===== src/dispatch_pkg.sv =====
package dispatch_pkg;

    // Two instruction slots, slot 0 is always the older one
    localparam int ISSUE_WIDTH = 2;

    localparam int XLEN       = 32;
    localparam int REG_ADDR_W = 5;

    // CSR address comes from the low immediate bits
    localparam int CSR_ADDR_W = 2;
    localparam int NUM_CSR    = 4;

    // CSR map
    localparam logic [CSR_ADDR_W-1:0] CSR_CTRL     = 2'd0;
    localparam logic [CSR_ADDR_W-1:0] CSR_STATUS   = 2'd1;
    localparam logic [CSR_ADDR_W-1:0] CSR_SCRATCH0 = 2'd2;
    localparam logic [CSR_ADDR_W-1:0] CSR_SCRATCH1 = 2'd3;

    typedef enum logic [3:0] {
        OP_NOP   = 4'd0,
        OP_ADD   = 4'd1,
        OP_SUB   = 4'd2,
        OP_AND   = 4'd3,
        OP_OR    = 4'd4,
        OP_XOR   = 4'd5,
        OP_SLL   = 4'd6,
        OP_CSRRD = 4'd7,
        OP_CSRWR = 4'd8
    } op_e;

    // CSR accesses always issue alone
    function automatic logic is_csr_op(op_e op);
        return (op == OP_CSRRD) || (op == OP_CSRWR);
    endfunction

    // Every opcode except NOP produces a result for rd
    function automatic logic writes_rd(op_e op);
        return op != OP_NOP;
    endfunction

endpackage


===== src/csr_bank.sv =====
module csr_bank (
    input  logic clk,
    input  logic rst_n,

    // Read port, used by dispatch
    input  logic [dispatch_pkg::CSR_ADDR_W-1:0] raddr_i,
    output logic [dispatch_pkg::XLEN-1:0]       rdata_o,

    // Write port, driven from the execute stage
    input  logic                                we_i,
    input  logic [dispatch_pkg::CSR_ADDR_W-1:0] waddr_i,
    input  logic [dispatch_pkg::XLEN-1:0]       wdata_i
);
    import dispatch_pkg::*;

    logic [XLEN-1:0] csrs [NUM_CSR];

    always_ff @(posedge clk or negedge rst_n) begin
        if (!rst_n) begin
            for (int i = 0; i < NUM_CSR; i++) begin
                csrs[i] <= '0;
            end
        end else if (we_i) begin
            csrs[waddr_i] <= wdata_i;
        end
    end

    // Bypass the pending write so a read right behind a write sees the new value
    always_comb begin
        if (we_i && waddr_i == raddr_i) begin
            rdata_o = wdata_i;
        end else begin
            rdata_o = csrs[raddr_i];
        end
    end

endmodule


===== config.mk =====
export PLATFORM = sky130hd
export DESIGN_NAME = csr_bank
export DESIGN_NICKNAME = d
export VERILOG_FILES = /design/src/dispatch_pkg.sv /design/src/csr_bank.sv
export SDC_FILE = /design/constraint.sdc
export NUM_CORES = 1
export LEC_CHECK = 0
export BUFFER_PORTS_ARGS = -buffer_cell sky130_fd_sc_hd__buf_2
export CORE_ASPECT_RATIO = 2
export CORE_MARGIN = 1.5
export CORE_UTILIZATION = 47
export DETAILED_ROUTE_END_ITERATION = 8
export PLACE_DENSITY = 0.67
export SYNTH_ARGS = -nofsm -noshare
export SYNTH_HDL_FRONTEND = slang
export SYNTH_SLANG_ARGS = --single-unit

===== constraint.sdc =====
create_clock -name clk -period 2.4 [get_ports clk]
set_clock_uncertainty 0.1 [all_clocks]
set_input_delay 0.6 -clock clk [delete_from_list [all_inputs] [get_ports clk]]
set_output_delay 0.6 -clock clk [all_outputs]
set_load 0.01 [all_outputs]

==> impl_metrics.json <==
{
  "clockBufferDepth": 2,
  "yosys-top-cells-area": "dfrtp_1 53%, mux2_2 24%, mux4_2 11%",
  "status": "finished, violations left",
  "grt_use_met3_pct": 3.92,
  "fp-row-count": 58,
  "yosysSeqAreaShare_pct": 52.8,
  "crit_arrival_ps": 1770,
  "grt_max_degree": 45,
  "cts_made_buffers": 17,
  "whs_ps": 91.7,
  "largest-register": "csrs",
  "hp-class": "in -> async",
  "postRouteAntennaNets": 0,
  "gp_congestion": 0.745,
  "violations": "setup timing",
  "slew-limit-headroom_pct": 58.5,
  "pwr_density_cell_mw_per_mm2": 906,
  "met1_usage_pct": 23.7,
  "p_sw_mw": 1.67,
  "yosys.cell_types.count": 14,
  "syn_to_final_growth_pct": 30.1,
  "fillers": 903,
  "worst_skew_pair.late_latency_ps": 410,
  "diodes": 0,
  "wl_per_cell_um": 21.6,
  "fmax_mhz": 405,
  "synthArstFlopShare_pct": 100,
  "io_pins": 71,
  "clk_pin_slew_ps": 60,
  "track_usage_pct": 21.0,
  "power_frac_seq_pct": 38.7,
  "grtUsageMet2_pct": 39.2,
  "yosysTopAreaCell": "dfrtp_1",
  "min_period_ps": 2470,
  "die_area_mm2": 0.0136,
  "antenna_found_initial": 0,
  "rsz0062_at_grt": "yes",
  "root_buffer": "clkbuf_16",
  "drive_above_1_share_pct": 71.8,
  "synth-edff-count": 0,
  "synthCells": 350,
  "required_ps": 1700,
  "syn_area_mm2": 0.00607,
  "synth_commonest_cells": "130 x mux2_2, 128 x dfrtp_1, 30 x mux2_4, 30 x mux4_2, 13 x buf_2",
  "synth_top_area_share_pct": 52.8,
  "p_clk_share_pct": 39.3,
  "critPathMaxFanout": 7,
  "worst_pin_slew_ps": 622,
  "dr.pass1.iters": 4,
  "grt_pass1_vias": 3932,
  "internal_power_mw": 5.48,
  "top_regs": "csrs (128)",
  "hpwl_mm": 8.30,
  "postLayoutSetupSlackWorst_ps": -66.4,
  "dp_cells": 576,
  "drc": 0,
  "power.leakage_nw": 3.51,
  "synth_fp_nets": 389,
  "cts_tree": "built",
  "routed_via_density": 5.66,
  "maxCapViolations": 0,
  "fin_cells": 614,
  "slew_violations": 0,
  "power.total_mw": 7.16,
  "yosysMostFrequentCell": "mux2_2",
  "initial_utilization_pct": 48.4,
  "ir_worst_vdd_v": 0.000561,
  "io_buffers": 70,
  "drt-total-wl_mm": 13.2,
  "yosys_warnings": 0,
  "grt.overflow.total": 0,
  "p_comb_share_pct": 22.0,
  "endpoint_kind": "primary output",
  "cts_hold_buf": 0,
  "setup_viol_count_final": 32,
  "synthFlopType": "dfrtp_1",
  "final_nets": 490,
  "startpoint_type": "primary input",
  "grt_first_pass_wirelength_mm": 21.5,
  "sw_frac_of_total_pct": 23.4,
  "die_w_um": 83.4,
  "ys_ff_latch": 128,
  "htreeDepth": 4,
  "timing.final.crit_share_pct": 103,
  "via_count": 3474,
  "syn_area_per_cell_um2": 17.3,
  "drtIter0Drc": 122,
  "grt_busiest_layer": "met2",
  "cts.sinks": 128,
  "fp.dieH_um": 164,
  "coreArea_mm2": 0.0126,
  "largest_reg_flops": 128,
  "fin_util_pct": 62.9,
  "rr_worst_depth": 1,
  "hold_viol_final": 0,
  "path_class": "in -> out"
}
## cell type report
type	instances	area (µm²)	share of cell area (%)
flip-flops and latches	128	3200	40.6
multi-input cells	199	2740	34.7
repair buffers	105	1110	14.0
clock buffers	19	443	5.61
clock inverters	13	211	2.68
well taps	150	188	2.38
## critical path, stage by stage
cell     delay [ps]
buf_12          110
xnor2_4         160
nand3_2         120
buf_12          170
buf_16          150
mux2_4          320
buf_6           130
## cells by family (layout without fill, tap and decap cells)
logic type	after synthesis	after routing	share of synthesized area (%)
multiplexers	192	192	43.5
flip-flops	128	128	52.8
buffers and inverters	23	137	2.80
AND/OR/NAND/NOR	5	5	0.618
XOR/XNOR	2	2	0.289
## metal layers
layer | vias up | part of all wire [%] | routed length, µm
li1 | 1533 | - | -
met1 | 1851 | 37 | 4930
met2 | 70 | 58 | 7670
met3 | 20 | 3.3 | 443
met4 | 0 | 1.6 | 208
met5 | - | 0 | 0
## cells in the final DEF, fill, tap and decap left out
cell type / count
mux4_2: 32
clkinvlp_4: 4
dfrtp_1: 128
buf_4: 18
buf_8: 1
clkbuf_8: 1
bufinv_16: 5
buf_12: 10
buf_2: 34
mux2_2: 130
xnor2_4: 2
clkbuf_1: 1
clkbuf_16: 17
clkinv_4: 3
buf_6: 35
mux2_4: 30
buf_16: 7
nor3b_4: 1
nand3_2: 2
clkinv_2: 1
nand3b_1: 2
## stage by stage
stage | setup WS, ps | TNS (ps) | instance area, µm²
detailed placement | -311 | -8450 | 6780
global placement | -282 | -7840 | 6780
CTS | -59.1 | -1440 | 7820
finish | -66.4 | -1330 | 7900
global route | -86.7 | -2160 | 7900
floorplan | 9.58 | 0 | 6070
## power by group through the flow
stage / combinational [mW] / clock (mW) / sequential (mW)
floorplan: 0.963 / 0 / 2.72
global placement: 1.31 / 0 / 2.77
detailed placement: 1.34 / 0 / 2.80
CTS: 1.55 / 2.87 / 2.77
global route: 1.69 / 2.95 / 2.82
finish: 1.58 / 2.81 / 2.77
## final timing paths
kind / start / endpoint / slack, ps
setup / recovery: raddr_i[1] / rdata_o[20] / -70
max in group asynchronous: rst_n / csrs[13] / 1420
setup reg to reg: csrs[56] / csrs[56] / 1520
min in group clk: wdata_i[21] / csrs[85] / 370
hold reg to reg: csrs[46] / csrs[46] / 400
hold / removal: rst_n / csrs[10] / 90
## repair_timing
action	in CTS	in global routing
setup endpoints to repair	32	32
gates cloned	5	0
gates resized for setup	46	18
pin swaps	2	3
setup buffers	1	0
(Power assumes the default switching activity.)
