===== src/dispatch_pkg.sv =====
package dispatch_pkg;

    // Two instruction slots, slot 0 is always the older one
    localparam int ISSUE_WIDTH = 2;

    localparam int XLEN       = 32;
    localparam int REG_ADDR_W = 5;

    // CSR address comes from the low immediate bits
    localparam int CSR_ADDR_W = 2;
    localparam int NUM_CSR    = 4;

    // CSR map
    localparam logic [CSR_ADDR_W-1:0] CSR_CTRL     = 2'd0;
    localparam logic [CSR_ADDR_W-1:0] CSR_STATUS   = 2'd1;
    localparam logic [CSR_ADDR_W-1:0] CSR_SCRATCH0 = 2'd2;
    localparam logic [CSR_ADDR_W-1:0] CSR_SCRATCH1 = 2'd3;

    typedef enum logic [3:0] {
        OP_NOP   = 4'd0,
        OP_ADD   = 4'd1,
        OP_SUB   = 4'd2,
        OP_AND   = 4'd3,
        OP_OR    = 4'd4,
        OP_XOR   = 4'd5,
        OP_SLL   = 4'd6,
        OP_CSRRD = 4'd7,
        OP_CSRWR = 4'd8
    } op_e;

    // CSR accesses always issue alone
    function automatic logic is_csr_op(op_e op);
        return (op == OP_CSRRD) || (op == OP_CSRWR);
    endfunction

    // Every opcode except NOP produces a result for rd
    function automatic logic writes_rd(op_e op);
        return op != OP_NOP;
    endfunction

endpackage


===== src/dispatch.sv =====
module dispatch (
    input  logic clk,
    input  logic rst_n,
    input  logic flush_i,

    // Instruction buffer slots
    input  logic [dispatch_pkg::ISSUE_WIDTH-1:0]                               instr_valid_i,
    input  dispatch_pkg::op_e [dispatch_pkg::ISSUE_WIDTH-1:0]                  instr_op_i,
    input  logic [dispatch_pkg::ISSUE_WIDTH-1:0][dispatch_pkg::REG_ADDR_W-1:0] instr_rd_i,
    input  logic [dispatch_pkg::ISSUE_WIDTH-1:0][dispatch_pkg::REG_ADDR_W-1:0] instr_rs1_i,
    input  logic [dispatch_pkg::ISSUE_WIDTH-1:0][dispatch_pkg::REG_ADDR_W-1:0] instr_rs2_i,
    input  logic [dispatch_pkg::ISSUE_WIDTH-1:0]                               instr_use_imm_i,
    input  logic [dispatch_pkg::ISSUE_WIDTH-1:0][dispatch_pkg::XLEN-1:0]       instr_imm_i,
    output logic [dispatch_pkg::ISSUE_WIDTH-1:0]                               ib_accept_o,

    // Register file
    output logic [2*dispatch_pkg::ISSUE_WIDTH-1:0][dispatch_pkg::REG_ADDR_W-1:0] rf_raddr_o,
    input  logic [2*dispatch_pkg::ISSUE_WIDTH-1:0][dispatch_pkg::XLEN-1:0]       rf_rdata_i,

    // CSR bank
    output logic [dispatch_pkg::CSR_ADDR_W-1:0] csr_raddr_o,
    input  logic [dispatch_pkg::XLEN-1:0]       csr_rdata_i,

    // Forwarding from execute and writeback
    input  logic [dispatch_pkg::ISSUE_WIDTH-1:0]                               ex_fwd_we_i,
    input  logic [dispatch_pkg::ISSUE_WIDTH-1:0][dispatch_pkg::REG_ADDR_W-1:0] ex_fwd_rd_i,
    input  logic [dispatch_pkg::ISSUE_WIDTH-1:0][dispatch_pkg::XLEN-1:0]       ex_fwd_data_i,
    input  logic [dispatch_pkg::ISSUE_WIDTH-1:0]                               wb_fwd_we_i,
    input  logic [dispatch_pkg::ISSUE_WIDTH-1:0][dispatch_pkg::REG_ADDR_W-1:0] wb_fwd_rd_i,
    input  logic [dispatch_pkg::ISSUE_WIDTH-1:0][dispatch_pkg::XLEN-1:0]       wb_fwd_data_i,

    // Issue register toward execute
    output logic [dispatch_pkg::ISSUE_WIDTH-1:0]                               iss_valid_o,
    output dispatch_pkg::op_e [dispatch_pkg::ISSUE_WIDTH-1:0]                  iss_op_o,
    output logic [dispatch_pkg::ISSUE_WIDTH-1:0][dispatch_pkg::REG_ADDR_W-1:0] iss_rd_o,
    output logic [dispatch_pkg::ISSUE_WIDTH-1:0][dispatch_pkg::XLEN-1:0]       iss_opa_o,
    output logic [dispatch_pkg::ISSUE_WIDTH-1:0][dispatch_pkg::XLEN-1:0]       iss_opb_o,
    output logic [dispatch_pkg::CSR_ADDR_W-1:0]                                iss_csr_addr_o,
    output logic [dispatch_pkg::XLEN-1:0]                                      iss_csr_data_o
);
    import dispatch_pkg::*;

    logic                                   slot0_writes;
    logic                                   slot1_raw;
    logic                                   csr_any;
    logic [ISSUE_WIDTH-1:0]                 issue_mask;
    logic [2*ISSUE_WIDTH-1:0][XLEN-1:0]     fwd_data;

    // Younger slot reading what the older slot writes
    assign slot0_writes = instr_valid_i[0] && writes_rd(instr_op_i[0]) && instr_rd_i[0] != '0;
    assign slot1_raw    = slot0_writes &&
                          (instr_rs1_i[1] == instr_rd_i[0] ||
                           (!instr_use_imm_i[1] && instr_rs2_i[1] == instr_rd_i[0]));

    assign csr_any = (instr_valid_i[0] && is_csr_op(instr_op_i[0])) ||
                     (instr_valid_i[1] && is_csr_op(instr_op_i[1]));

    always_comb begin
        if (flush_i) begin
            issue_mask = 2'b00;
        end else if (slot1_raw) begin
            issue_mask = 2'b01;
        end else if (csr_any) begin
            issue_mask = 2'b01;
        end else begin
            issue_mask = 2'b11;
        end
    end

    // In-order: slot 1 only goes together with slot 0
    assign ib_accept_o[0] = issue_mask[0] && instr_valid_i[0];
    assign ib_accept_o[1] = issue_mask[1] && instr_valid_i[1] && instr_valid_i[0];

    always_comb begin
        for (int s = 0; s < ISSUE_WIDTH; s++) begin
            rf_raddr_o[2*s]   = instr_rs1_i[s];
            rf_raddr_o[2*s+1] = instr_rs2_i[s];
        end
    end

    // First CSR instruction among the slots picks the read address
    always_comb begin
        csr_raddr_o = '0;
        for (int s = ISSUE_WIDTH - 1; s >= 0; s--) begin
            if (is_csr_op(instr_op_i[s])) begin
                csr_raddr_o = instr_imm_i[s][CSR_ADDR_W-1:0];
            end
        end
    end

    // Forwarding, later assignments win: ex1, ex0, wb1, wb0, then regfile
    always_comb begin
        for (int p = 0; p < 2*ISSUE_WIDTH; p++) begin
            fwd_data[p] = rf_rdata_i[p];
            for (int w = 0; w < ISSUE_WIDTH; w++) begin
                if (wb_fwd_we_i[w] && wb_fwd_rd_i[w] == rf_raddr_o[p] && rf_raddr_o[p] != '0) begin
                    fwd_data[p] = wb_fwd_data_i[w];
                end
            end
            for (int w = 0; w < ISSUE_WIDTH; w++) begin
                if (ex_fwd_we_i[w] && ex_fwd_rd_i[w] == rf_raddr_o[p] && rf_raddr_o[p] != '0) begin
                    fwd_data[p] = ex_fwd_data_i[w];
                end
            end
        end
    end

    // Issue register, flush lands here through a zero accept mask
    always_ff @(posedge clk or negedge rst_n) begin
        if (!rst_n) begin
            iss_valid_o    <= '0;
            iss_rd_o       <= '0;
            iss_opa_o      <= '0;
            iss_opb_o      <= '0;
            iss_csr_addr_o <= '0;
            iss_csr_data_o <= '0;
            for (int s = 0; s < ISSUE_WIDTH; s++) begin
                iss_op_o[s] <= OP_NOP;
            end
        end else begin
            for (int s = 0; s < ISSUE_WIDTH; s++) begin
                if (ib_accept_o[s]) begin
                    iss_valid_o[s] <= 1'b1;
                    iss_op_o[s]    <= instr_op_i[s];
                    iss_rd_o[s]    <= instr_rd_i[s];
                    iss_opa_o[s]   <= fwd_data[2*s];
                    iss_opb_o[s]   <= instr_use_imm_i[s] ? instr_imm_i[s] : fwd_data[2*s+1];
                end else begin
                    iss_valid_o[s] <= 1'b0;
                    iss_op_o[s]    <= OP_NOP;
                    iss_rd_o[s]    <= '0;
                    iss_opa_o[s]   <= '0;
                    iss_opb_o[s]   <= '0;
                end
            end
            // A CSR op only ever issues in slot 0
            if (ib_accept_o[0]) begin
                iss_csr_addr_o <= csr_raddr_o;
                iss_csr_data_o <= csr_rdata_i;
            end else begin
                iss_csr_addr_o <= '0;
                iss_csr_data_o <= '0;
            end
        end
    end

endmodule


===== config.mk =====
export PLATFORM = sky130hd
export DESIGN_NAME = dispatch
export DESIGN_NICKNAME = d
export VERILOG_FILES = /design/src/dispatch_pkg.sv /design/src/dispatch.sv
export SDC_FILE = /design/constraint.sdc
export NUM_CORES = 1
export LEC_CHECK = 0
export ABC_AREA = 1
export BUFFER_PORTS_ARGS = -buffer_cell sky130_fd_sc_hd__clkbuf_2
export CAP_MARGIN = 20
export CORE_AREA = 2 2 246 248
export DETAILED_ROUTE_END_ITERATION = 10
export DIE_AREA = 0 0 248 250
export GPL_TIMING_DRIVEN = 1
export SYNTH_ARGS = -nofsm -noshare
export SYNTH_HDL_FRONTEND = slang
export SYNTH_SLANG_ARGS = --single-unit

===== constraint.sdc =====
create_clock -name clk -period 1.75 [get_ports clk]
set_clock_uncertainty 0.15 [all_clocks]
set_input_delay 0.35 -clock clk [delete_from_list [all_inputs] [get_ports clk]]
set_output_delay 0.35 -clock clk [all_outputs]
set_load 0.02 [all_outputs]

==> qor.yml <==
layout:
  layout-drive-gt1-share_pct: 33.1
  layout_commonest_cell: "nand2_1"
  final_nets: 3911
  final_cell_mix: "642 x nand2_1, 607 x clkbuf_2, 502 x inv_1"
  synthToLayoutAreaGrowth_pct: 55.2
  final_area_um2: 24200
floorplanning:
  coreArea_um2: 59600
  io_pins: 627
  rows: 90
  die_height_um: 250
  dieArea_um2: 62000
  start_util_pct: 26.2
  fp.dieW_um: 248
grt:
  grt_pass1_wl_um: 137000
  grt_pass1_vias: 21100
  grt_max_degree: 51
  grt_usage_pct: 30.5
  grt-ovfl-total: 0
  antenna_found_initial: 14
place:
  gp_congestion: 0.957
  io_buffer_count: 626
  dp_hpwl_um: 73300
  dpl-instance-area_um2: 21700
sta:
  period_needed_ns: 1.89
  worstMarginPinSlew_ns: 0.393
  setup_viol: 7
  slew_headroom_pct: 73.5
  setup_ws_ns: -0.142
  rsz0062_at_grt: "true"
  post-route-period-util_pct: 108
  setup_tns_ns: -0.399
  drv_slew: 0
  fin_hold_ws_ns: 0.0167
  achievable-frequency_ghz: 0.529
  hold_viol_final: 0
cts:
  cts_tree: "done"
  clock-sinks: 182
  numCtsBuffers: 17
  cts_root_buf: "clkbuf_16"
  clk_pin_slew_ns: 0.09
  cts_buffer_depth: 2
  cts_max_level: 4
logic_synthesis:
  yosysUniqueCellTypes: 31
  synth.ff_latch_count: 182
  synth_nets: 3067
  avgSynthCellArea_um2: 5.90
  ys_warn_count: 0
  synth_seq_area_share_pct: 29.2
  postSynthCellCount: 2646
  synth_area_um2: 15600
power_and_ir_drop:
  ir_drop_mv: 0.794
  powerDensity_nw_per_um2: 553
  power_w: 0.0134
  p_leak_nw: 14.1
job:
  drv_cap: 0
routing:
  route.detailed.drc: 0
  drt_pass1_iterations: 6
  drt-initial-drc-count: 2220
  wl_per_cell_um: 22.9
  routed_wirelength_um: 98300
  ant_nets: 0
  vias: 21700
  viasPerCell: 5.05
setup_path:
  arrival_ns: 1.39
  cp-start-kind: "input port"
  endpoint_kind: "output pin"
  cp_max_fo: 4
  required_ns: 1.25
  crit_type: "in2out"
status:
  outcome: "finished with violations"
  violations: "setup timing"
min_path:
  hold_path_class: "in2reg"
==> per-layer routing <==
layer  GRT usage, %  share of wire (%)  wire (µm)
met4           15.0                5.0       4940
met3           7.23                 10       9930
met1           37.7                 39      38600
met2           49.4                 46      44800
met5              0              0.070         69
==> stage by stage <==
step	utilization, %	std cells	setup slack [ns]
2_1_floorplan	-	2646	-0.0745
3_3_place_gp	36.4	4111	-0.614
3_5_place_dp	36.4	4111	-0.585
4_1_cts	39.5	4255	-0.211
5_1_grt	40.6	4289	-0.180
6_report	40.7	4293	-0.142
==> state kept, by name, indices dropped and copies added, names as in the netlist <==
register / count
iss_opa_o: 64
iss_opb_o: 64
iss_csr_data_o: 32
iss_rd_o: 10
iss_op_o: 8
iss_csr_addr_o: 2
iss_valid_o: 2
==> synth_stat cells <==
| library cell | count | area [µm²] |
|---|---|---|
| a211oi_1 | 2 | 15.0 |
| a21oi_1 | 175 | 876 |
| a21oi_2 | 29 | 254 |
| and2_1 | 1 | 6.26 |
| buf_1 | 10 | 37.5 |
| buf_2 | 85 | 425 |
| buf_4 | 29 | 218 |
| buf_6 | 4 | 45.0 |
| clkbuf_1 | 58 | 218 |
| clkbuf_2 | 5 | 25.0 |
| clkinv_1 | 15 | 56.3 |
| dfrtp_1 | 182 | 4550 |
| inv_1 | 519 | 1950 |
| inv_2 | 17 | 63.8 |
| nand2_1 | 660 | 2480 |
| nand2_2 | 2 | 12.5 |
| nand3_1 | 500 | 2500 |
| nand4_1 | 11 | 68.8 |
| nor2_1 | 86 | 323 |
| nor2_2 | 8 | 50.1 |
| nor2_4 | 2 | 22.5 |
| nor3_1 | 8 | 40.0 |
| nor3_2 | 4 | 40.0 |
| nor3_4 | 1 | 16.3 |
| o211ai_1 | 6 | 45.0 |
| o21ai_0 | 167 | 836 |
| o21ai_1 | 1 | 5.00 |
| o22ai_1 | 5 | 31.3 |
| or2_2 | 33 | 206 |
| xnor2_1 | 14 | 123 |
| xor2_1 | 7 | 61.3 |
==> repair_timing <==
action | in CTS | in global routing
endpoints found under the hold margin | 255 | 0
gates cloned | 2 | 4
gates resized for setup | 44 | 120
pin swaps | 16 | 29
setup endpoints to repair | 18 | 99
buffers inserted | 38 | 29
hold buffers | 74 | 0
==> power breakdown <==
part / leakage, nW / switching (W) / internal (W)
clock: 0.306 / 0.00238 / 0.00199
combinational: 11.3 / 0.00282 / 0.00178
sequential: 2.47 / 0.0000664 / 0.00437
==> worst max-delay path: stages <==
cell and delay (ns):
clkbuf_4 0.14, inv_4 0.06, buf_4 0.10, nand2_1 0.04, a21oi_1 0.11, nand3_1 0.09, nand2_2 0.10, nand3_4 0.12
nand2_4 0.11, inv_4 0.04, buf_8 0.12
==> path summary, 6_finish.rpt <==
kind	startpoint	to	slack [ns]	depth (start not counted)
max	instr_rs1_i[8]	ib_accept_o[1]	-0.14	11
min	instr_rd_i[4]	iss_rd_o[4]$_DFF_PN0_	0.02	4
max in group asynchronous	rst_n	iss_opa_o[34]$_DFF_PN0_	0.73	3
min in group asynchronous	rst_n	iss_valid_o[0]$_DFF_PN0_	0.13	2
==> layout make-up <==
cell class	instances	area (µm²)
multi-input combinational	1722	8410
timing repair buffer	1016	7530
tap	782	978
inverter	551	2100
sequential	182	4550
fill	6350	35300
clock buffer	17	425
antenna	8	20.0
clock inverter	15	211
==> cells by family after synthesis <==
logic type,count (synthesis),share of synthesized area [%]
AOI/OAI and AO/OA,385,13.2
xor gates and xnor gates,21,1.18
buffers and inverters,742,19.5
DFF,182,29.2
and+or+nand+nor,1316,37.0
(Power assumes the default switching activity.)
