File: config.mk
export PLATFORM = sky130hd
export DESIGN_NAME = exec_stage
export DESIGN_NICKNAME = d
export VERILOG_FILES = /design/src/dispatch_pkg.sv /design/src/exec_stage.sv
export SDC_FILE = /design/constraint.sdc
export NUM_CORES = 1
export LEC_CHECK = 0
export BUFFER_PORTS_ARGS = -buffer_cell sky130_fd_sc_hd__buf_2
export CORE_UTILIZATION = 51
export CTS_CLUSTER_SIZE = 10
export DETAILED_ROUTE_END_ITERATION = 7
export PLACE_DENSITY = 0.9
export SETUP_SLACK_MARGIN = 0.15
export SLEW_MARGIN = 10
export SYNTH_ARGS = -nofsm -noshare
export SYNTH_HDL_FRONTEND = slang
export SYNTH_SLANG_ARGS = --single-unit
File: constraint.sdc
create_clock -name clk -period 7.5 [get_ports clk]
set_input_delay 1.875 -clock clk [delete_from_list [all_inputs] [get_ports clk]]
set_output_delay 1.875 -clock clk [all_outputs]
set_load 0.01 [all_outputs]
File: src/dispatch_pkg.sv
package dispatch_pkg;

    // Two instruction slots, slot 0 is always the older one
    localparam int ISSUE_WIDTH = 2;

    localparam int XLEN       = 32;
    localparam int REG_ADDR_W = 5;

    // CSR address comes from the low immediate bits
    localparam int CSR_ADDR_W = 2;
    localparam int NUM_CSR    = 4;

    // CSR map
    localparam logic [CSR_ADDR_W-1:0] CSR_CTRL     = 2'd0;
    localparam logic [CSR_ADDR_W-1:0] CSR_STATUS   = 2'd1;
    localparam logic [CSR_ADDR_W-1:0] CSR_SCRATCH0 = 2'd2;
    localparam logic [CSR_ADDR_W-1:0] CSR_SCRATCH1 = 2'd3;

    typedef enum logic [3:0] {
        OP_NOP   = 4'd0,
        OP_ADD   = 4'd1,
        OP_SUB   = 4'd2,
        OP_AND   = 4'd3,
        OP_OR    = 4'd4,
        OP_XOR   = 4'd5,
        OP_SLL   = 4'd6,
        OP_CSRRD = 4'd7,
        OP_CSRWR = 4'd8
    } op_e;

    // CSR accesses always issue alone
    function automatic logic is_csr_op(op_e op);
        return (op == OP_CSRRD) || (op == OP_CSRWR);
    endfunction

    // Every opcode except NOP produces a result for rd
    function automatic logic writes_rd(op_e op);
        return op != OP_NOP;
    endfunction

endpackage

File: src/exec_stage.sv
module exec_stage (
    input  logic clk,
    input  logic rst_n,

    // From the dispatch issue register
    input  logic [dispatch_pkg::ISSUE_WIDTH-1:0]                               iss_valid_i,
    input  dispatch_pkg::op_e [dispatch_pkg::ISSUE_WIDTH-1:0]                  iss_op_i,
    input  logic [dispatch_pkg::ISSUE_WIDTH-1:0][dispatch_pkg::REG_ADDR_W-1:0] iss_rd_i,
    input  logic [dispatch_pkg::ISSUE_WIDTH-1:0][dispatch_pkg::XLEN-1:0]       iss_opa_i,
    input  logic [dispatch_pkg::ISSUE_WIDTH-1:0][dispatch_pkg::XLEN-1:0]       iss_opb_i,
    input  logic [dispatch_pkg::CSR_ADDR_W-1:0]                                iss_csr_addr_i,
    input  logic [dispatch_pkg::XLEN-1:0]                                      iss_csr_data_i,

    // Execute-stage forwarding
    output logic [dispatch_pkg::ISSUE_WIDTH-1:0]                               ex_fwd_we_o,
    output logic [dispatch_pkg::ISSUE_WIDTH-1:0][dispatch_pkg::REG_ADDR_W-1:0] ex_fwd_rd_o,
    output logic [dispatch_pkg::ISSUE_WIDTH-1:0][dispatch_pkg::XLEN-1:0]       ex_fwd_data_o,

    // CSR write in the execute cycle
    output logic                                                               csr_we_o,
    output logic [dispatch_pkg::CSR_ADDR_W-1:0]                                csr_waddr_o,
    output logic [dispatch_pkg::XLEN-1:0]                                      csr_wdata_o,

    // Writeback register
    output logic [dispatch_pkg::ISSUE_WIDTH-1:0]                               wb_we_o,
    output logic [dispatch_pkg::ISSUE_WIDTH-1:0][dispatch_pkg::REG_ADDR_W-1:0] wb_rd_o,
    output logic [dispatch_pkg::ISSUE_WIDTH-1:0][dispatch_pkg::XLEN-1:0]       wb_data_o
);
    import dispatch_pkg::*;

    // One ALU per slot
    always_comb begin
        for (int s = 0; s < ISSUE_WIDTH; s++) begin
            case (iss_op_i[s])
                OP_ADD:   ex_fwd_data_o[s] = iss_opa_i[s] + iss_opb_i[s];
                OP_SUB:   ex_fwd_data_o[s] = iss_opa_i[s] - iss_opb_i[s];
                OP_AND:   ex_fwd_data_o[s] = iss_opa_i[s] & iss_opb_i[s];
                OP_OR:    ex_fwd_data_o[s] = iss_opa_i[s] | iss_opb_i[s];
                OP_XOR:   ex_fwd_data_o[s] = iss_opa_i[s] ^ iss_opb_i[s];
                OP_SLL:   ex_fwd_data_o[s] = iss_opa_i[s] << iss_opb_i[s][4:0];
                // rd gets the value read at dispatch, old value for a write
                OP_CSRRD,
                OP_CSRWR: ex_fwd_data_o[s] = iss_csr_data_i;
                default:  ex_fwd_data_o[s] = '0;
            endcase
            ex_fwd_we_o[s] = iss_valid_i[s] && writes_rd(iss_op_i[s]) && iss_rd_i[s] != '0;
        end
    end

    assign ex_fwd_rd_o = iss_rd_i;

    // CSR write takes operand A, even with rd zero
    always_comb begin
        csr_we_o    = 1'b0;
        csr_wdata_o = '0;
        for (int s = 0; s < ISSUE_WIDTH; s++) begin
            if (iss_valid_i[s] && iss_op_i[s] == OP_CSRWR) begin
                csr_we_o    = 1'b1;
                csr_wdata_o = iss_opa_i[s];
            end
        end
    end

    assign csr_waddr_o = iss_csr_addr_i;

    always_ff @(posedge clk or negedge rst_n) begin
        if (!rst_n) begin
            wb_we_o   <= '0;
            wb_rd_o   <= '0;
            wb_data_o <= '0;
        end else begin
            wb_we_o   <= ex_fwd_we_o;
            wb_rd_o   <= ex_fwd_rd_o;
            wb_data_o <= ex_fwd_data_o;
        end
    end

endmodule

==> impl.org, run 1 <==
** Clocking
- In this run, CTS created clock tree buffers numbering 9.
- CTS placed an instance of sky130_fd_sc_hd__clkbuf_16 at the clock tree root.
- CTS clock-pin slew for the worst setup and hold paths :: ~0.07 ns
- The longest clock path from root to sink contains 2 buffers.
- TritonCTS clock tree :: done
- Clock sink total :: 76
- The H-tree was split into 3 levels.

** Layout
- Compared with the post-synthesis result, the final layout area differs by 28.2%.
- Fraction of final layout cells sized beyond drive strength 1 :: 32.1%
- Util after Layout :: 66.6%
- Final nets :: 2,645

** Logic synthesis
- Avg Synthesized Cell Area :: between 7 and 8 um^2
- The synthesized netlist occupies a cell area of 14,400 um^2.
- Number of synthesized flops with an enable pin :: 0
- Post-synthesis cell type with the largest combined area :: sky130_fd_sc_hd__ha_1
- Flip-flop cell with the highest count after synthesis :: sky130_fd_sc_hd__dfrtp_1
- Synthesis produced 1,828 cells.
- Post-synth top area share :: approximately 17%
- Synth top cells by count :: 194 x sky130_fd_sc_hd__ha_1, 159 x sky130_fd_sc_hd__a21oi_1, 155 x sky130_fd_sc_hd__nand2_1
- Yosys warning count :: 0
- Leading post-synthesis cells by cell area :: sky130_fd_sc_hd__ha_1 17%, sky130_fd_sc_hd__dfrtp_1 13%, sky130_fd_sc_hd__mux4_2 8.6%, sky130_fd_sc_hd__a21oi_1 5.5%, sky130_fd_sc_hd__xnor2_1 5.4%
- After synthesis the netlist holds a flip-flop and latch count of between 70 and 80.
- Async SR Flop Fraction :: 100%
- sky130_fd_sc_hd__ha_1 is the most common cell in the netlist.
- When the netlist entered floorplanning its net count stood at around 2.2k.
- In this run, distinct cell masters in the synthesized netlist total 78.
- Proportion of synthesized chip area in sequential cells :: 13.2%

** Setup path
- Worst EP arrival :: approximately 5.7 ns
- The critical path is of the input pin to output pin type.
- Worst-path fanout max :: 5
- Data on the critical path is required at its endpoint by about 5.6 ns.
- STA classifies the critical path startpoint as an input pin.
- STA classifies the critical path endpoint as an output pin.

** STA
- The final max-slew violation count was 0.
- The final-report hold violation count is 0.
- Headroom to the max-slew limit came out at between 6 and 7%.
- Setup ws final :: -0.0467 ns
- For the pin with the worst max-slew slack, the measured transition is between 1 and 1.5 ns.
- Static timing analysis puts the maximum clock frequency at approximately 0.13 GHz.
- Tcrit/Tclk final :: 101%
- Setup violators final :: 1
- Setup repair after global routing missed its margin :: true
- Shortest clock period the worst path allows after layout :: around 7.5 ns

** Place
- In this run the tool buffered the top-level ports with about 370 buffer cells.
- RD Place Congestion :: between 1 and 1.5
- Once detailed placement completed, the half-perimeter wirelength came to between 40 and 50 mm.

** Die
- Core outline area :: 27,800 um^2
- In this run the horizontal extent of the chip is 170 um.
- For this configuration, the core starts out at a cell density of about half.
- The die is roughly 170 um tall.
- The die covers a little under 30,000 um^2.
- During I/O placement, the number of pins put on the boundary was 371.
- The initialized floorplan defines approximately 60 standard-cell rows.

** Global routing
- Largest net degree at the start of global routing :: 77
- For this run the aggregate overflow at the end of global routing stands at 0.
- The via count of the first global-routing pass was ~17k.
- Global routing used about two fifths of the available tracks.
- Met3 global-route usage :: under 10%
- The number of antenna violations at the first check in global routing was 4.
- Met1 track demand over resource in global routing :: around 52%
- Layer carrying the most global-route usage :: met2
- First-pass GRT wire length :: roughly 93 mm
- Met2 Resource Use GR :: 67.1%

** Detailed routing
- Detailed routing inserted a total of approximately 18k vias.
- In the final routed layout, each cell accounts on average for about 24 um.
- In the routed layout, each cell is associated on average with a via count of 6.63.
- In this run the remaining antenna-violating nets after routing total 0.
- Remaining design rule violation count :: 0
- The final layout contains routed wiring with a total length of ~63 mm.
- The first detailed-routing pass ran for 6 iterations.
- For this block, the initial DRC count from the detailed router was approximately 2.3k.

** Status
- The run finished, with violations left.
- Violated checks :: negative setup slack

** Power
- Power Total :: between 2000 and 2500 uW
- VDD sags by at most 83.4 uV.
- For this design the ratio of total power to cell area is roughly 130 nW/um^2.
- Reported leakage power :: between 0.009 and 0.01 uW

** Min path
- Hold WC Path Type :: input pin to asynchronous set/reset pin

** Run
- Maximum capacitance violations :: 0
-- sequential cells by signal, summed over array words and instances (netlist names) --
name	cells
wb_we_o	2
wb_data_o	64
wb_rd_o	10
-- placed cells by master (no fill, tap or decap), drive strengths merged, types with 6 or more instances in the layout --
cell    count
a41oi       6
and3        8
a21o       29
mux2       10
nor2b      15
nand2     155
nor3       27
o31ai      20
a22o       35
a21oi     159
nor2      121
a31oi      15
inv       143
clkinv      6
xnor2      89
clkbuf     11
o21a        8
nor4       10
ha        194
o211ai     12
xor2       22
a211oi     18
mux4       55
nand2b     22
o41ai       9
mux2i      52
o21ai     148
and2        7
nand4      13
dfrtp      76
a22oi      53
o21bai      7
or3        10
o22ai      26
o221ai     15
a221oi     37
buf       547
nand3      20
-- cell type report --
type / count / area (um^2)
clock buffer: 10 / 239
tap: 378 / 473
multi-input combinational: 1483 / 12000
antenna: 2 / 5.00
fill: 2394 / 9280
sequential: 76 / 1900
timing repair buffer: 548 / 3260
clock inverter: 6 / 111
inverter: 147 / 552
-- routing by layer --
layer	up-vias	share of wire, %
li1	7640	-
met1	8340	37
met3	313	11
met5	-	0.035
met4	4	6.4
met2	1283	46
-- critical path: stages --
cell	delay [ns]
sky130_fd_sc_hd__buf_6	0.09
sky130_fd_sc_hd__or4_4	0.53
sky130_fd_sc_hd__or3_4	0.40
sky130_fd_sc_hd__nor4_4	0.16
sky130_fd_sc_hd__buf_4	0.18
sky130_fd_sc_hd__buf_6	0.10
sky130_fd_sc_hd__nand2_4	0.05
sky130_fd_sc_hd__nor3_4	0.21
sky130_fd_sc_hd__buf_4	0.17
sky130_fd_sc_hd__a21oi_1	0.08
sky130_fd_sc_hd__xnor2_1	0.18
sky130_fd_sc_hd__ha_1	0.30
sky130_fd_sc_hd__a21o_1	0.23
sky130_fd_sc_hd__a21o_1	0.19
sky130_fd_sc_hd__a21oi_1	0.28
sky130_fd_sc_hd__o31ai_4	0.14
sky130_fd_sc_hd__xnor2_1	0.15
sky130_fd_sc_hd__o21ai_1	0.18
sky130_fd_sc_hd__buf_2	0.17
-- power by group --
group	total [uW]	internal [uW]	switching, uW
clock	549	334	214
combinational	1380	572	811
sequential	464	454	9.66
total	2400	1360	1040
-- final timing paths --
check	start	cells past startpoint	end	slack, ns
max	iss_opb_i[3]	19	ex_fwd_data_o[31]	-0.05
min in group clk	iss_rd_i[7]	1	wb_rd_o[7]	1.62
max in group asynchronous	rst_n	1	wb_data_o[0]	5.12
min	rst_n	1	wb_data_o[41]	1.60
-- metrics by stage --
stage                     cell area (um^2)  hold slack (ns)  std cells  TNS (ns)  setup WS [ns]
after global placement               17500             2.01       2609    -0.172        -0.0705
after global routing                 18500             1.63       2648    -0.903         -0.152
after CTS                            18100             1.62       2636         0         0.0613
final                                18500             1.60       2650   -0.0467        -0.0467
after detailed placement             17500             2.01       2609     -1.32         -0.210
after floorplan                      14500             1.58       1828         0          0.131
-- cell families (layout without fill, tap and decap cells) --
group | count (synthesis) | after routing | share of synthesized area, %
compound gates | 639 | 639 | 29.0
xor+xnor | 111 | 111 | 6.74
fa+ha+maj | 196 | 196 | 17.1
buf+inv | 269 | 711 | 7.41
flops | 76 | 76 | 13.2
mux | 117 | 117 | 13.0
other cells | 0 | 2 | 0
simple gates | 420 | 420 | 13.6
-- what timing repair did --
action,in CTS,in global routing
pin swaps,24,32
gates resized for setup,58,64
buffers inserted,11,12
setup endpoints to repair,21,32
hold buffers,0,0
No activity file was read; power rests on OpenSTA's default activity.
==> run 2, diff against run 1 <==
BUFFER_PORTS_ARGS = -buffer_cell sky130_fd_sc_hd__clkbuf_2   (was -buffer_cell sky130_fd_sc_hd__buf_2)
SETUP_SLACK_MARGIN = 0.5   (was 0.15)
==> impl.org, run 2 (synthesis gave the netlist of run 1 again) <==
** Status
- Run status :: complete, but fails checks
- The final reports fail on negative setup slack.

** Global routing
- First-pass GRT wire length :: 94.0 mm (+0.79%)
- Antenna violations before repair :: 4 (unchanged)
- Total global routing track utilization :: 42.2% (+0.22 points)
- The maximum number of pins on one net before global-route repair came to 77 (unchanged).
- Number of global-route vias before repair :: 16.9k (+1.4%)
- Remaining global-route overflow :: 0 (unchanged)

** Layout
- Most common cell after layout, fill and taps aside :: sky130_fd_sc_hd__clkbuf_2
- Most frequent cells in the layout :: 334 x sky130_fd_sc_hd__clkbuf_2, 186 x sky130_fd_sc_hd__ha_1, 182 x sky130_fd_sc_hd__buf_4, 148 x sky130_fd_sc_hd__nand2_1, 138 x sky130_fd_sc_hd__inv_1
- The register with the most flip-flops in the final layout is wb_data_o.
- Fraction of final layout cells sized beyond drive strength 1 :: 36.5% (+4.4 points)
- The flip-flop count of the largest register after layout is 64 (unchanged).
- The final instance area is 19,300 um^2 (+4.5%).
- Final nets :: 2,667 (+0.83%)
- Layout-stage area growth over the synthesis result :: 34.0%
- In the final layout, the registers with the most flip-flops are wb_data_o (64), wb_rd_o (10), wb_we_o (2).

** Clocking
- CTS Buf Count :: 9 (unchanged)
- Clock sink total :: 76 (unchanged)
- Number of hold-repair buffers added at the cts stage :: 0 (unchanged)
- The cell sitting at the root of the clock tree is a sky130_fd_sc_hd__clkbuf_16.
- The number of buffers on the longest clock path came to 2 (unchanged).
- TritonCTS built the clock tree.
- CTS clock-pin slew for the worst setup and hold paths :: 0.06 ns (about the same)
- The H-tree level count is 3 (unchanged).

** STA
- The post-layout worst setup margin is -0.0632 ns (-0.0166 ns).
- Setup repair after global routing missed its margin :: true
- Fmax :: 0.132 GHz (-0.22%)
- Shortest clock period the worst path allows after layout :: 7.56 ns (+0.0166 ns)
- The final-report hold violation count came to 0 (unchanged).
- Headroom to the max-slew limit :: 12.7% (+6.3 points)
- Actual slew at the worst max-slew pin :: 1.31 ns (-0.0866 ns)
- The final max-slew violation count came to 0 (unchanged).
- Setup violators final :: 4 (+3)
- Tcrit/Tclk final :: 101% (+0.22 points)
- The worst slack on hold paths was 1.62 ns (+0.0191 ns).

** Setup path
- Endpoint class of the critical path :: output pin
- The worst setup path is of the input pin to output pin kind.
- The biggest cell delay along the critical path came to 0.54 ns (about the same).
- Cells along the critical path :: buf_6 > or4_4 > or3_4 > buf_6 > nor3_4 > nand3_4 > o31ai_4 > xnor2_2 > ha_1 > buf_4 > and3_4 > nand4_1 > nor2_2 > inv_2 > o211a_1 > xnor2_2 > a221o_1 > clkbuf_2
- Slowest cell on the critical path :: sky130_fd_sc_hd__or4_4
- Worst-path fanout max :: 3 (-2)
- The worst setup path is launched from an input pin.
- Worst EP arrival :: 5.69 ns (+0.02 ns)
- The data required time of the worst path is 5.62 ns (about the same).

** Die
- Ports :: 371 (unchanged)
- The effective utilization at floorplan came to 51.9% (unchanged).
- The floorplan die height was 170 um (unchanged).
- Rows :: 61 (unchanged)
- The die footprint is 29,000 um^2 (unchanged).
- The area of the placeable core was 27,800 um^2 (unchanged).
- Die X-Extent :: 170 um (unchanged)

** Min path
- The tightest min-delay check is of the input pin to asynchronous set/reset pin type.

** Detailed routing
- Total number of vias :: 17.7k (+0.96%)
- Per-cell via count in the routed design :: 6.64 (about the same)
- The number of DRC violations after detailed routing was 0 (unchanged).
- Drt wl/cell :: 24.0 um (+0.45%)
- Detailed Routing Iterations Pass 1 :: 7 (+1)
- Overall routed net length :: 64.2 mm (+1.3%)
- The count of antenna-violating nets left after detailed routing is 0 (unchanged).
- Initial DRC Count :: 2,299 (-0.43%)

** Power
- Power Total :: 2480 uW (+3.5%)
- Highest ir drop seen on vdd :: 82.8 uV (-0.75%)
- Power density over the cells :: 128 nW/um^2 (-0.97%)
- The cell leakage power is 0.00940 uW (+2.6%).

** Place
- Worst slack at placement :: -0.0854 ns (+0.125 ns)
- The global placer's final weighted congestion came to 0.993 (-1.3%).
- Post-placement cell area :: 17,400 um^2 (-0.48%)
- Port Buf Inserts :: 366 (unchanged)
- HPWL reported at the end of detailed placement :: 48.6 mm (-0.25%)

** Run
- The max-capacitance violation count is 0 (unchanged).
## run 2: cell types whose count changed in the layout (fill, tap and decap cells not counted), sizes merged
cell / delta
diode: +1
clkbuf: +333
clkdlybuf4s15: +1
buf: -312
## run 2: metal layers
metal | up-vias | track usage, % | part of all wire, %
met2 | 1316 | 67.4 | 45
li1 | 7700 | - | -
met4 | 4 | 27.1 | 6.7
met1 | 8436 | 51.8 | 37
met3 | 292 | 8.63 | 11
met5 | - | 0 | 0.034
## run 2: report_power, final
group	switching (uW)	total (uW)	internal, uW
logic	860	1470	613
registers	11.5	466	454
clock network	206	540	335
total	1080	2480	1400
## run 2: what timing repair did
item / CTS / global route
pin swaps: 61 / 76
resized for setup: 110 / 165
setup endpoints to repair: 39 / 42
cloned: 0 / 1
setup buffers: 30 / 41
## run 2: metrics by stage
step | cells | TNS, ns | util, %
6_report | 2673 | -0.175 | 69.6
5_1_grt | 2670 | -1.34 | 69.6
4_1_cts | 2628 | 0 | 66.1
3_5_place_dp | 2582 | -0.238 | 62.5
3_3_place_gp | 2582 | -0.0354 | 62.5
2_1_floorplan | 1828 | 0 | -
## run 2: layout make-up
cell class              instances  area (um^2)
clock buffers                  10          239
repair buffers                570         3490
flip-flops and latches         76         1900
fillers                      2234         8450
well taps                     378          473
clock inverters                 6          111
inverters                     147          554
multi-input cells            1483        12600
diodes                          3         7.51
## run 2: worst paths after layout
path | startpoint | to | slack [ns]
setup / recovery | iss_opb_i[3] | ex_fwd_data_o[25] | -0.06
min in group clk | iss_rd_i[2] | wb_rd_o[2] | 1.64
hold / removal | rst_n | wb_data_o[40] | 1.62
max in group asynchronous | rst_n | wb_data_o[37] | 5.09
## run 2: worst max-delay path: cells and delay by family
kind,cells,cell delay [ns]
buf+inv,5,0.58
simple gates,7,1.75
compound gates,3,0.88
fa+ha+maj,1,0.35
xor+xnor,2,0.26
